**src/rtl/csr_params.svh**
```systemverilog
/*
  Machine CSR unit configuration
  Word width, PMP sizing and the fixed identity values
  of the single supported core configuration
*/
`ifndef CSR_PARAMS_SVH
`define CSR_PARAMS_SVH

// Data word width
`define XLEN 32

// Four PMP entries fit in pmpcfg0 alone
`define PMP_ENTRIES 4

// Physical address width, pmpaddr holds PA_BITS-2 bits
`define PA_BITS 34

// RV32 with I and M extensions
`define MISA_VAL 32'h4000_1100

// Identity registers
`define VENDOR_ID 32'h0000_0000
`define ARCH_ID   32'h0000_0024
`define IMP_ID    32'h0000_0100

`endif
```
**src/rtl/csrPkg.sv**
```systemverilog
/*
  Machine CSR unit types
  CSR opcodes, implemented CSR addresses and
  machine interrupt codes
*/
`default_nettype none
`include "csr_params.svh"

package csrPkg;

  // CSR instruction kinds, low bits of funct3
  typedef enum logic [1:0] {
    CsrRw = 2'b01,
    CsrRs = 2'b10,
    CsrRc = 2'b11
  } csrOpT;

  // Implemented machine mode addresses
  typedef enum logic [11:0] {
    AdrMvendorid     = 12'hF11,
    AdrMarchid       = 12'hF12,
    AdrMimpid        = 12'hF13,
    AdrMhartid       = 12'hF14,
    AdrMconfigptr    = 12'hF15,
    AdrMstatus       = 12'h300,
    AdrMisa          = 12'h301,
    AdrMedeleg       = 12'h302,
    AdrMideleg       = 12'h303,
    AdrMie           = 12'h304,
    AdrMtvec         = 12'h305,
    AdrMcounteren    = 12'h306,
    AdrMenvcfg       = 12'h30A,
    AdrMstatush      = 12'h310,
    AdrMcountinhibit = 12'h320,
    AdrMscratch      = 12'h340,
    AdrMepc          = 12'h341,
    AdrMcause        = 12'h342,
    AdrMtval         = 12'h343,
    AdrMip           = 12'h344,
    // Further entries follow at consecutive addresses
    AdrPmpCfg0       = 12'h3A0,
    AdrPmpAddr0      = 12'h3B0
  } csrAdrT;

  // Machine interrupt codes, also the mie and mip bit positions
  typedef enum logic [3:0] {
    IrqSoft  = 4'd3,
    IrqTimer = 4'd7,
    IrqExt   = 4'd11
  } irqCodeT;

endpackage

`default_nettype wire

```
**src/rtl/csrUnit.sv**
```systemverilog
/*
  Machine mode CSR unit, top level
  Builds the write value from the CSR opcode, blocks
  illegal writes and ties the status, interrupt and
  machine register blocks together
*/
`timescale 1ns/1ps
`default_nettype none
`include "csr_params.svh"

module csrUnit (
  input  logic                 clk,
  input  logic                 rstN,
  input  logic                 csrEn,
  input  csrPkg::csrOpT        csrOp,
  input  logic [11:0]          csrAdr,
  input  logic [`XLEN-1:0]     csrSrc,
  input  logic                 trap,
  input  logic [4:0]           trapCause,
  input  logic [`XLEN-1:0]     trapEpc,
  input  logic [`XLEN-1:0]     trapTval,
  input  logic                 mret,
  input  logic [2:0]           mipIn,
  output logic [`XLEN-1:0]     readVal,
  output logic                 illegal,
  output logic [`XLEN-1:0]     mtvec,
  output logic [`XLEN-1:0]     mepc,
  output logic                 irqPending,
  output logic [4:0]           irqCause
);

  logic             writeTry;
  logic             writeEn;
  logic [`XLEN-1:0] writeVal;
  logic             illegalAccess;
  logic             illegalReadonly;
  logic             writeMstatus;
  logic             writeMie;
  logic [`XLEN-1:0] mstatusReg;
  logic [11:0]      mieReg;
  logic [11:0]      mipReg;

  ////////////////////////////////////////////////////////////
  // Write attempt and new value
  // Set and clear with a zero source are pure reads
  assign writeTry = csrEn & ((csrOp == csrPkg::CsrRw) | (|csrSrc));

  always_comb begin
    case (csrOp)
      csrPkg::CsrRw: writeVal = csrSrc;
      csrPkg::CsrRs: writeVal = readVal | csrSrc;
      csrPkg::CsrRc: writeVal = readVal & ~csrSrc;
      // Unused encoding, write back the old value
      default:       writeVal = readVal;
    endcase
  end

  // Illegal accesses must not touch any state
  assign writeEn = writeTry & ~illegalAccess & ~illegalReadonly;
  assign illegal = csrEn & (illegalAccess | illegalReadonly);

  ////////////////////////////////////////////////////////////
  // Register blocks
  csrm i_csrm (
    .clk             (clk),
    .rstN            (rstN),
    .writeEn         (writeEn),
    .writeTry        (writeTry),
    .csrAdr          (csrAdr),
    .writeVal        (writeVal),
    .trap            (trap),
    .trapCause       (trapCause),
    .trapEpc         (trapEpc),
    .trapTval        (trapTval),
    .mstatusReg      (mstatusReg),
    .mieReg          (mieReg),
    .mipReg          (mipReg),
    .readVal         (readVal),
    .illegalAccess   (illegalAccess),
    .illegalReadonly (illegalReadonly),
    .writeMstatus    (writeMstatus),
    .writeMie        (writeMie),
    .mtvec           (mtvec),
    .mepc            (mepc)
  );

  csrStatus i_csrStatus (
    .clk          (clk),
    .rstN         (rstN),
    .writeMstatus (writeMstatus),
    .writeVal     (writeVal),
    .trap         (trap),
    .mret         (mret),
    .mstatusReg   (mstatusReg)
  );

  // Global enable is mstatus bit 3
  csrInterrupt i_csrInterrupt (
    .clk        (clk),
    .rstN       (rstN),
    .writeMie   (writeMie),
    .writeVal   (writeVal),
    .mipIn      (mipIn),
    .mstatusMie (mstatusReg[3]),
    .mieReg     (mieReg),
    .mipReg     (mipReg),
    .irqPending (irqPending),
    .irqCause   (irqCause)
  );

endmodule

`default_nettype wire

```
**src/rtl/csrm.sv**
```systemverilog
/*
  Machine mode CSR file
  Write decode, trap registers, PMP entries with locking,
  the read mux and the illegal access checks.
  mstatus and mie live in their own blocks.
*/
`timescale 1ns/1ps
`default_nettype none
`include "csr_params.svh"

module csrm (
  input  logic             clk,
  input  logic             rstN,
  input  logic             writeEn,
  input  logic             writeTry,
  input  logic [11:0]      csrAdr,
  input  logic [`XLEN-1:0] writeVal,
  input  logic             trap,
  input  logic [4:0]       trapCause,
  input  logic [`XLEN-1:0] trapEpc,
  input  logic [`XLEN-1:0] trapTval,
  input  logic [`XLEN-1:0] mstatusReg,
  input  logic [11:0]      mieReg,
  input  logic [11:0]      mipReg,
  output logic [`XLEN-1:0] readVal,
  output logic             illegalAccess,
  output logic             illegalReadonly,
  output logic             writeMstatus,
  output logic             writeMie,
  output logic [`XLEN-1:0] mtvec,
  output logic [`XLEN-1:0] mepc
);

  logic [`XLEN-1:0]        mscratchReg;
  logic [`XLEN-1:0]        mcauseReg;
  logic [`XLEN-1:0]        mtvalReg;
  logic [`XLEN-1:0]        mcountinhibitReg;
  logic                    writeMtvec;
  logic                    writeMscratch;
  logic                    writeMepc;
  logic                    writeMcause;
  logic                    writeMtval;
  logic                    writeMcountinhibit;
  logic [7:0]              pmpCfg [`PMP_ENTRIES];
  logic [`PA_BITS-3:0]     pmpAddr [`PMP_ENTRIES];
  logic [`PMP_ENTRIES-1:0] cfgLocked;
  logic [`PMP_ENTRIES-1:0] addrLocked;
  logic [`PMP_ENTRIES-1:0] writePmpCfg;
  logic [`PMP_ENTRIES-1:0] writePmpAddr;
  logic                    pmpHit;

  ////////////////////////////////////////////////////////////
  // Write decode, one strobe per register
  assign writeMstatus       = writeEn & (csrAdr == csrPkg::AdrMstatus);
  assign writeMie           = writeEn & (csrAdr == csrPkg::AdrMie);
  assign writeMtvec         = writeEn & (csrAdr == csrPkg::AdrMtvec);
  assign writeMscratch      = writeEn & (csrAdr == csrPkg::AdrMscratch);
  assign writeMepc          = writeEn & (csrAdr == csrPkg::AdrMepc);
  assign writeMcause        = writeEn & (csrAdr == csrPkg::AdrMcause);
  assign writeMtval         = writeEn & (csrAdr == csrPkg::AdrMtval);
  assign writeMcountinhibit = writeEn & (csrAdr == csrPkg::AdrMcountinhibit);

  // Any write attempt to the identity range
  assign illegalReadonly = writeTry & (csrAdr inside {csrPkg::AdrMvendorid, csrPkg::AdrMarchid,
    csrPkg::AdrMimpid, csrPkg::AdrMhartid, csrPkg::AdrMconfigptr});

  // Plain software registers
  always_ff @(posedge clk) begin
    if (!rstN) begin
      mtvec            <= '0;
      mscratchReg      <= '0;
      mcountinhibitReg <= '0;
    end else begin
      // Bit 1 of mtvec is reserved, keep it clear
      if (writeMtvec)         mtvec            <= {writeVal[`XLEN-1:2], 1'b0, writeVal[0]};
      if (writeMscratch)      mscratchReg      <= writeVal;
      if (writeMcountinhibit) mcountinhibitReg <= writeVal;
    end
  end

  // Trap registers, trap entry wins over software
  always_ff @(posedge clk) begin
    if (!rstN) begin
      mepc      <= '0;
      mcauseReg <= '0;
      mtvalReg  <= '0;
    end else if (trap) begin
      mepc      <= trapEpc;
      mtvalReg  <= trapTval;
      mcauseReg <= {trapCause[4], {(`XLEN-5){1'b0}}, trapCause[3:0]};
    end else begin
      if (writeMepc)   mepc      <= writeVal;
      if (writeMtval)  mtvalReg  <= writeVal;
      // Only interrupt flag and a 4 bit code are kept
      if (writeMcause) mcauseReg <= {writeVal[`XLEN-1], {(`XLEN-5){1'b0}}, writeVal[3:0]};
    end
  end

  ////////////////////////////////////////////////////////////
  // PMP entries
  for (genvar i = 0; i < `PMP_ENTRIES; i++) begin : genPmp
    // Locked entry rejects cfg and address writes
    assign cfgLocked[i] = pmpCfg[i][7];
    if (i == `PMP_ENTRIES - 1) begin : genLast
      assign addrLocked[i] = pmpCfg[i][7];
    end else begin : genTor
      // Locked TOR entry above also freezes this address
      assign addrLocked[i] = pmpCfg[i][7] | (pmpCfg[i+1][7] & (pmpCfg[i+1][4:3] == 2'b01));
    end

    // Four cfg bytes per pmpcfg register on RV32
    assign writePmpCfg[i]  = writeEn & (csrAdr == csrPkg::AdrPmpCfg0 + 12'(i / 4))
                           & ~cfgLocked[i];
    assign writePmpAddr[i] = writeEn & (csrAdr == csrPkg::AdrPmpAddr0 + 12'(i))
                           & ~addrLocked[i];

    always_ff @(posedge clk) begin
      if (!rstN) begin
        pmpCfg[i]  <= '0;
        pmpAddr[i] <= '0;
      end else begin
        if (writePmpCfg[i])  pmpCfg[i]  <= writeVal[(i % 4) * 8 +: 8];
        if (writePmpAddr[i]) pmpAddr[i] <= writeVal[`PA_BITS-3:0];
      end
    end
  end

  ////////////////////////////////////////////////////////////
  // Read mux and illegal address check
  always_comb begin
    readVal       = '0;
    illegalAccess = 1'b0;
    pmpHit        = 1'b0;
    // PMP space first
    for (int k = 0; k < `PMP_ENTRIES; k++) begin
      if (csrAdr == csrPkg::AdrPmpAddr0 + 12'(k)) begin
        readVal = `XLEN'(pmpAddr[k]);
        pmpHit  = 1'b1;
      end
      if (csrAdr == csrPkg::AdrPmpCfg0 + 12'(k / 4)) begin
        readVal[(k % 4) * 8 +: 8] = pmpCfg[k];
        pmpHit = 1'b1;
      end
    end
    if (!pmpHit) begin
      case (csrAdr)
        csrPkg::AdrMvendorid:     readVal = `VENDOR_ID;
        csrPkg::AdrMarchid:       readVal = `ARCH_ID;
        csrPkg::AdrMimpid:        readVal = `IMP_ID;
        // Single hart, no config structure
        csrPkg::AdrMhartid:       readVal = '0;
        csrPkg::AdrMconfigptr:    readVal = '0;
        csrPkg::AdrMisa:          readVal = `MISA_VAL;
        csrPkg::AdrMstatus:       readVal = mstatusReg;
        csrPkg::AdrMstatush:      readVal = '0;
        csrPkg::AdrMie:           readVal = {{(`XLEN-12){1'b0}}, mieReg};
        csrPkg::AdrMip:           readVal = {{(`XLEN-12){1'b0}}, mipReg};
        csrPkg::AdrMtvec:         readVal = mtvec;
        // No lower modes to grant counters to
        csrPkg::AdrMcounteren:    readVal = '0;
        csrPkg::AdrMcountinhibit: readVal = mcountinhibitReg;
        csrPkg::AdrMscratch:      readVal = mscratchReg;
        csrPkg::AdrMepc:          readVal = mepc;
        csrPkg::AdrMcause:        readVal = mcauseReg;
        csrPkg::AdrMtval:         readVal = mtvalReg;
        // Delegation and envcfg need S or U mode
        csrPkg::AdrMedeleg,
        csrPkg::AdrMideleg,
        csrPkg::AdrMenvcfg:       illegalAccess = 1'b1;
        default:                  illegalAccess = 1'b1;
      endcase
    end
  end

endmodule

`default_nettype wire

```
**src/rtl/csrInterrupt.sv**
```systemverilog
/*
  Machine interrupt enable and pending logic
  Holds the mie bits, maps the external lines into mip
  and picks the highest priority pending interrupt
*/
`timescale 1ns/1ps
`default_nettype none
`include "csr_params.svh"

module csrInterrupt (
  input  logic             clk,
  input  logic             rstN,
  input  logic             writeMie,
  input  logic [`XLEN-1:0] writeVal,
  input  logic [2:0]       mipIn,
  input  logic             mstatusMie,
  output logic [11:0]      mieReg,
  output logic [11:0]      mipReg,
  output logic             irqPending,
  output logic [4:0]       irqCause
);

  // Enable bits for external, timer and software
  logic [2:0] mieBits;
  // Lines that are both pending and enabled
  logic [11:0] active;

  always_ff @(posedge clk) begin
    if (!rstN) begin
      mieBits <= 3'b000;
    end else if (writeMie) begin
      mieBits <= {writeVal[csrPkg::IrqExt], writeVal[csrPkg::IrqTimer], writeVal[csrPkg::IrqSoft]};
    end
  end

  // Scatter enables and lines into their CSR positions
  // mipIn order is external, timer, software
  always_comb begin
    mieReg = '0;
    mieReg[csrPkg::IrqExt]   = mieBits[2];
    mieReg[csrPkg::IrqTimer] = mieBits[1];
    mieReg[csrPkg::IrqSoft]  = mieBits[0];
    mipReg = '0;
    mipReg[csrPkg::IrqExt]   = mipIn[2];
    mipReg[csrPkg::IrqTimer] = mipIn[1];
    mipReg[csrPkg::IrqSoft]  = mipIn[0];
  end

  assign active     = mipReg & mieReg;
  assign irqPending = mstatusMie & (|active);

  // Priority: external, then software, then timer
  // Cause stays zero unless something is taken
  always_comb begin
    irqCause = 5'b0;
    if (irqPending) begin
      if (active[csrPkg::IrqExt])       irqCause = {1'b1, csrPkg::IrqExt};
      else if (active[csrPkg::IrqSoft]) irqCause = {1'b1, csrPkg::IrqSoft};
      else                              irqCause = {1'b1, csrPkg::IrqTimer};
    end
  end

endmodule

`default_nettype wire

```
**src/rtl/csrStatus.sv**
```systemverilog
/*
  mstatus register
  Holds MIE and MPIE, stacks them on trap entry
  and unstacks them on mret. MPP is fixed at machine mode.
*/
`timescale 1ns/1ps
`default_nettype none
`include "csr_params.svh"

module csrStatus (
  input  logic             clk,
  input  logic             rstN,
  input  logic             writeMstatus,
  input  logic [`XLEN-1:0] writeVal,
  input  logic             trap,
  input  logic             mret,
  output logic [`XLEN-1:0] mstatusReg
);

  // Global interrupt enable and its stacked copy
  logic mie;
  logic mpie;

  // Trap and mret take priority over CSR writes
  // They never coincide with a CSR strobe anyway
  always_ff @(posedge clk) begin
    if (!rstN) begin
      mie  <= 1'b0;
      mpie <= 1'b0;
    end else if (trap) begin
      // Stack the enable, block further interrupts
      mpie <= mie;
      mie  <= 1'b0;
    end else if (mret) begin
      // Restore the enable from the stack
      mie  <= mpie;
      mpie <= 1'b1;
    end else if (writeMstatus) begin
      // Only MIE (bit 3) and MPIE (bit 7) are writable
      mie  <= writeVal[3];
      mpie <= writeVal[7];
    end
  end

  // Field layout
  // MPP at 12:11 reads 11, machine mode only
  // Everything else reads zero
  assign mstatusReg = {
    {(`XLEN-13){1'b0}},
    2'b11,
    3'b000,
    mpie,
    3'b000,
    mie,
    3'b000
  };

endmodule

`default_nettype wire

```
**config.mk**
```make
export PLATFORM = sky130hd
export DESIGN_NAME = csrUnit
export DESIGN_NICKNAME = d
export VERILOG_FILES = /design/src/rtl/csrPkg.sv /design/src/rtl/csrUnit.sv /design/src/rtl/csrm.sv /design/src/rtl/csrInterrupt.sv /design/src/rtl/csrStatus.sv
export VERILOG_INCLUDE_DIRS = /design/src /design/src/rtl
export SDC_FILE = /design/constraint.sdc
export NUM_CORES = 1
export LEC_CHECK = 0
export ABC_AREA = 1
export CORE_ASPECT_RATIO = 0.8
export CORE_MARGIN = 2
export CORE_UTILIZATION = 34
export DETAILED_ROUTE_END_ITERATION = 6
export DONT_BUFFER_PORTS = 1
export GPL_TIMING_DRIVEN = 1
export SYNTH_ARGS = -nofsm -noshare
export SYNTH_HDL_FRONTEND = slang
export SYNTH_SLANG_ARGS = --single-unit
```
**constraint.sdc**
```tcl
create_clock -name clk -period 7.9 [get_ports clk]
set_input_delay 0.395 -clock clk [delete_from_list [all_inputs] [get_ports clk]]
set_output_delay 0.395 -clock clk [all_outputs]
set_load 0.03 [all_outputs]
```
### Word-level counts from Yosys, hierarchy flattened

Memories as Yosys holds them, arrays and structs flattened.
Cells that the tools add are included.

* add/subtract/negate cells: 0
* $mul: 0
* div/mod/pow operators: 0
* $lt $le $gt $ge: 0
* equality and inequality tests: 28
* shift operators: 0
* mux-type cells: 65
* bitwise logic cells: 57
* reduce and logical (&&, ||, !) cells: 11

Operator list (count)
* 32-bit two-way mux: 15
* 32-bit one-hot mux with 13 select lines: 1
* 12-bit by 10-bit == test with 1-bit output, second input constant: 17
* 32-bit one-hot mux with 3 select lines: 1
* 8-bit two-way mux: 8
* 12-bit == test, second input constant: 5
* 1-bit two-way mux: 37
* 32-bit AND: 1
* 32-bit inverter: 1
* 32-bit OR: 1
* 32-bit OR reduction: 1
* 1-bit AND: 30
* 17-bit OR reduction: 1
* 1-bit OR: 13
* 12-bit AND: 1
* 12-bit OR reduction: 1
* 5-bit two-way mux: 2
* 1-bit inverter: 10
* 2-bit by 1-bit == test with 1-bit output, second input constant: 4
* 2-bit nonzero test: 4
* 5-bit nonzero test: 1
* 5-bit OR reduction: 1
* 2-bit == test, second input constant: 2
* 3-bit two-way mux: 1
* 2 further kinds: 2

* flip-flop bits (word level): 169
* latch bits: 0
* RAM bits: 160
* bits in read-only memories: 0
* input port bits: 123
* output and inout bits: 103
* word-level logic and storage cells: 172
* memories kept: 2

Memory list
* i_csrm.pmpAddr: words 4, bits a word 32, rd ports 4, clocked after memory_dff 0, wr ports 4, RTL line csrm.sv:45 `` logic [`PA_BITS-3:0] pmpAddr [`PMP_ENTRIES]; ``
* i_csrm.pmpCfg: words 4, bits a word 8, rd ports 4, clocked after memory_dff 0, wr ports 4, RTL line csrm.sv:44 `` logic [7:0] pmpCfg [`PMP_ENTRIES]; ``

### Depth between registers and ports, before layout

* depth after elaboration: 16
* gate-level depth with buffers: 17
* gate-level depth less buffers: 16

### By module

A second synthesis with hierarchy kept.

* cell total of the unflattened synthesis: 2348
* area, all modules: 17392.9 um2

Modules (own cells, without submodules)
* csrm: instances 1, cells an instance 2068, area each 15885.2 um2, sequential area each 8087.8 um2
* csrUnit: instances 1, cells an instance 178, area each 808.3 um2, sequential area each 0.0 um2
* csrStatus: instances 1, cells an instance 54, area each 359.1 um2, sequential area each 40.0 um2
* csrInterrupt: instances 1, cells an instance 48, area each 340.3 um2, sequential area each 60.1 um2

### Worst setup path after synthesis

OpenSTA, ideal clock, no wires.

* kind: input port to flip-flop
* from: input port csrAdr[9]
* to: memory i_csrm.pmpAddr[3][0] (netlist name) (enable)
* setup time: 0.470 ns
* arrival time: 3.889 ns
* required time: 7.430 ns
* slack: 3.541 ns
* stages: 10
* path buffers: 0
* path through: nand2_1 -> inv_1 -> nand2_2 -> nor2_2 -> nand2_1 -> nand2_1 -> nor2_1 -> nand4_4 -> nand3_4 -> o31ai_1

RTL lines
* from (decl): RTL line csrUnit.sv:16 `input logic [11:0] csrAdr,`
* to (decl): RTL line csrm.sv:45

### Worst setup path after layout

* from: input port csrAdr[9]
* to: output port readVal[15]

* cells in the longest elaborated chain, start to end: 8

Ends and longest elaborated chain
* 12-bit by 10-bit == test with 1-bit output: RTL line csrm.sv:136 `if (csrAdr == csrPkg::AdrPmpAddr0 + 12'(k)) begin`
* 32-bit two-way mux (2 in series): RTL line csrm.sv:136
* 8-bit two-way mux: RTL line csrm.sv:140 `if (csrAdr == csrPkg::AdrPmpCfg0 + 12'(k / 4)) begin`
* 32-bit two-way mux (2 in series): RTL line csrm.sv:136
* 32-bit one-hot mux with 13 select lines: RTL line csrm.sv:146 `case (csrAdr)`
* 32-bit two-way mux (*): RTL line csrm.sv:145 `if (!pmpHit) begin`
* to (decl): RTL line csrUnit.sv:24 `` output logic [`XLEN-1:0] readVal, ``

Every way passes the cells marked *; elsewhere a longest branch is shown, timed or not.

==> out/results.tsv <==
stage	metric	value	unit
worst_setup_path	cp-end-kind	primary output	
yosys	syn-instance-count	2257	
placed_design	io_buffers	0	
routing	vias_per_cell	5.46	
layout	fin_nets	2320	
layout	multi_input_area	7290	um2
routing	drtPass1Iterations	6	
sta	hold-worst-slack	36.6	ps
layout	syn_to_final_growth	9.79	%
pwr	power_density	212	nW/um2
sta	setup_viol	0	
sta	min_period_over_period	0.503	
routing	postRouteAntennaNets	0	
clock_network	clk_pin_slew	50	ps
yosys	syn_area_per_cell	7.34	um2
yosys	synthArstFlopShare	0	
layout	seq_area	8190	um2
yosys	synth_edf_count	160	
sta	slew_headroom	0.121	
global_route	grt_antenna_before_repair	1	
floorplanning	initial_core_util	0.343	
yosys	synth_area_leaders	edfxtp_1, dfxtp_1, nand2_1, nor2_1, o21ai_0	
yosys	yosysUniqueCellTypes	45	
global_route	grt_overflow	0	
pwr	finalPower	3.85	mW
job	max-cap-violations	0	
yosys	synth_top_cell_by_area	edfxtp_1	
worst_setup_path	worstPathArrival	3580	ps
worst_setup_path	cp_cell_sequence	nand2_1 -> nor2_2 -> buf_4 -> nand3_1 -> nand2_1 -> nor2_1 -> nand3_1 -> clkinv_1 -> a31oi_1	
clock_network	post_cts_resized	0	
layout	fin_area	18200	um2
floorplanning	core_area	48300	um2
global_route	gr-usage-all-layers	0.252	
layout	drive_gt1_frac	0.0607	
sta	worstMarginPinSlew	1320	ps
sta	min_period	3970	ps
layout	stdcell_count	2854	
routing	wl	65.2	mm
clock_network	h-tree-depth	2	
clock_network	hold_buffers	0	
floorplanning	fp.dieW	251	um
routing	drt_iter0_markers	1990	
yosys	syn_nets	2380	
worst_setup_path	start_kind	input port	
placed_design	placedCellCount	2788	
floorplanning	dieArea	50500	um2
pwr	p_leak	7.71	nW
global_route	grt_pass1_wl	95.6	mm
sta	finalSetupTns	0	ps
yosys	ys_warn_count	0	
floorplanning	io_pins	226	
sta	slew_violations	0	
clock_network	clkLatencyLatePin	550	ps
clock_network	root_buffer	clkbuf_16	
worst_setup_path	path_class	input port to primary output	
routing	vias	15584	
worst_hold_path	hold_class	input port to register	
clock_network	cts_buffers	36	
status	status	finished, final reports clean	
yosys	netlist.area_leader.share	0.290	
clock_network	cts_buffer_depth	3	
clock_network	cts_setup_buffers	0	
global_route	grt_max_degree	160	
yosys	syn_area	16600	um2
worst_setup_path	critPathSlowestCell	a31oi_1	
yosys	ys_seq_area_frac	0.494	
placed_design	place_area	17000	um2
clock_network	clock_sinks	329	
pwr	max-vdd-ir-drop	0.122	mV
clock_network	cts_tree	yes	
sta	fmax	252	MHz
sta	finalHoldViolations	0	
sta	rsz0062_at_grt	no	
floorplanning	core.rowCount	72	
layout	fill_cells	5056	
floorplanning	die_y	201	um
routing	route.detailed.drc	0	
placed_design	dp_hpwl	47.8	mm
worst_setup_path	crit_fanout	37	
worst_setup_path	critical_path.max_stage_delay	1130	ps
global_route	grt_pass1_vias	14701	
sta	clock_skew	18.0	ps
worst_setup_path	crit_required	7510	ps
yosys	ys_ff_latch	329	
yosys	ys.flop_type	dfxtp_1	
routing	wl_per_cell	22.9	um
placed_design	place_congestion	0.971	
-- cell usage in the layout (no fill, tap or decap), drive strengths merged, types with 3 or more instances in the layout --
master and instances:
nor3 10, nor2 444, clkinv 14, buf 17
nand3b 3, a21boi 3, o211ai 5, or2 6
nand4 22, clkbuf 51, nand3 162, edfxtp 160
dfxtp 169, nand2 639, mux2i 7, inv 161
and2 3, o21ai 205, a21oi 127
-- per-layer routing --
metal,global-route usage,vias to the layer above,share of wire
li1,-,7212,-
met1,0.335,7498,0.41
met2,0.388,779,0.43
met3,0.0867,95,0.12
met4,0.0757,0,0.030
met5,0,-,0
-- through the flow --
step	util	setup slack, ps
after floorplan	-	3540
after global placement	0.352	3960
after detailed placement	0.352	3880
after CTS	0.377	4040
after global routing	0.377	3790
final	0.377	3930
-- final timing paths --
path / cells past startpoint / end / start / slack (ps)
max: 9 / readVal[15] / csrAdr[9] / 3930
min: 2 / i_csrStatus.mpie$_SDFFE_PN0P_ / mret / 40
min reg2reg: 2 / i_csrm.mtvalReg[14]$_SDFFE_PN0P_ / i_csrm.mtvalReg[14]$_SDFFE_PN0P_ / 490
max reg2reg: 8 / i_csrm.pmpAddr[2][18]$_SDFFCE_PN0P_ / i_csrm.pmpCfg[1][15]$_SDFFCE_PN0P_ / 5310
-- final cells by class --
class	count	share of cell area
antenna	1	0.000138
clock buffer	51	0.0582
clock inverter	14	0.00708
inverter	164	0.0339
multi-input combinational	1649	0.401
sequential	329	0.450
tap	629	0.0432
timing repair buffer	17	0.00701
-- where the power goes --
part	internal (mW)	leakage, nW	switching, mW
Clock	1.00	0.591	0.747
Combinational	0.0483	4.09	0.167
Sequential	1.83	3.03	0.0522
-- state kept, by name, summed over array words and instances, names as in the netlist --
register and count:
i_csrInterrupt.mieBits 3, i_csrm.mepc 32, i_csrm.pmpCfg 32, i_csrm.mtvec 31, i_csrStatus.mpie 1, i_csrm.pmpAddr 128
i_csrStatus.mie 1, i_csrm.mcountinhibitReg 32, i_csrm.mtvalReg 32, i_csrm.mcauseReg 5, i_csrm.mscratchReg 32
-- critical path, delay by kind of cell --
family          cells  cell delay (ps)
compound gates      1             1130
simple gates        6             1140
buf+inv             2              910
-- cell families after synthesis --
kind of cell | count (synthesis) | synth area share
AOI/OAI and AO/OA | 351 | 0.111
buffers and inverters | 279 | 0.0694
DFF | 329 | 0.494
muxes | 7 | 0.00423
other | 1 | 0.000226
and+or+nand+nor | 1290 | 0.321
-- synth_stat cells, types with 2 or more instances --
master and count:
nor2_4 6, nand4_4 2, nand3_2 2, nor2_2 10, nor3_1 7, nand4_1 16, clkbuf_2 4, nor3_2 3
clkbuf_1 53, o21ai_1 10, edfxtp_1 160, nand4_2 4, inv_1 152, o21ai_0 194, nand2_1 634, clkinv_1 4
buf_2 44, buf_1 4, and2_1 3, or2_2 6, nand2_2 4, a31oi_1 2, o21bai_1 2, inv_2 7
o2111ai_1 2, mux2i_1 7, dfxtp_1 169, nand3_1 159, a211oi_1 2, nor2_1 428, o31ai_1 2, a21oi_1 127
buf_4 9, nand3b_1 3, a21boi_4 2, o211ai_1 5
Note: power is estimated with default switching activity, not from simulation.
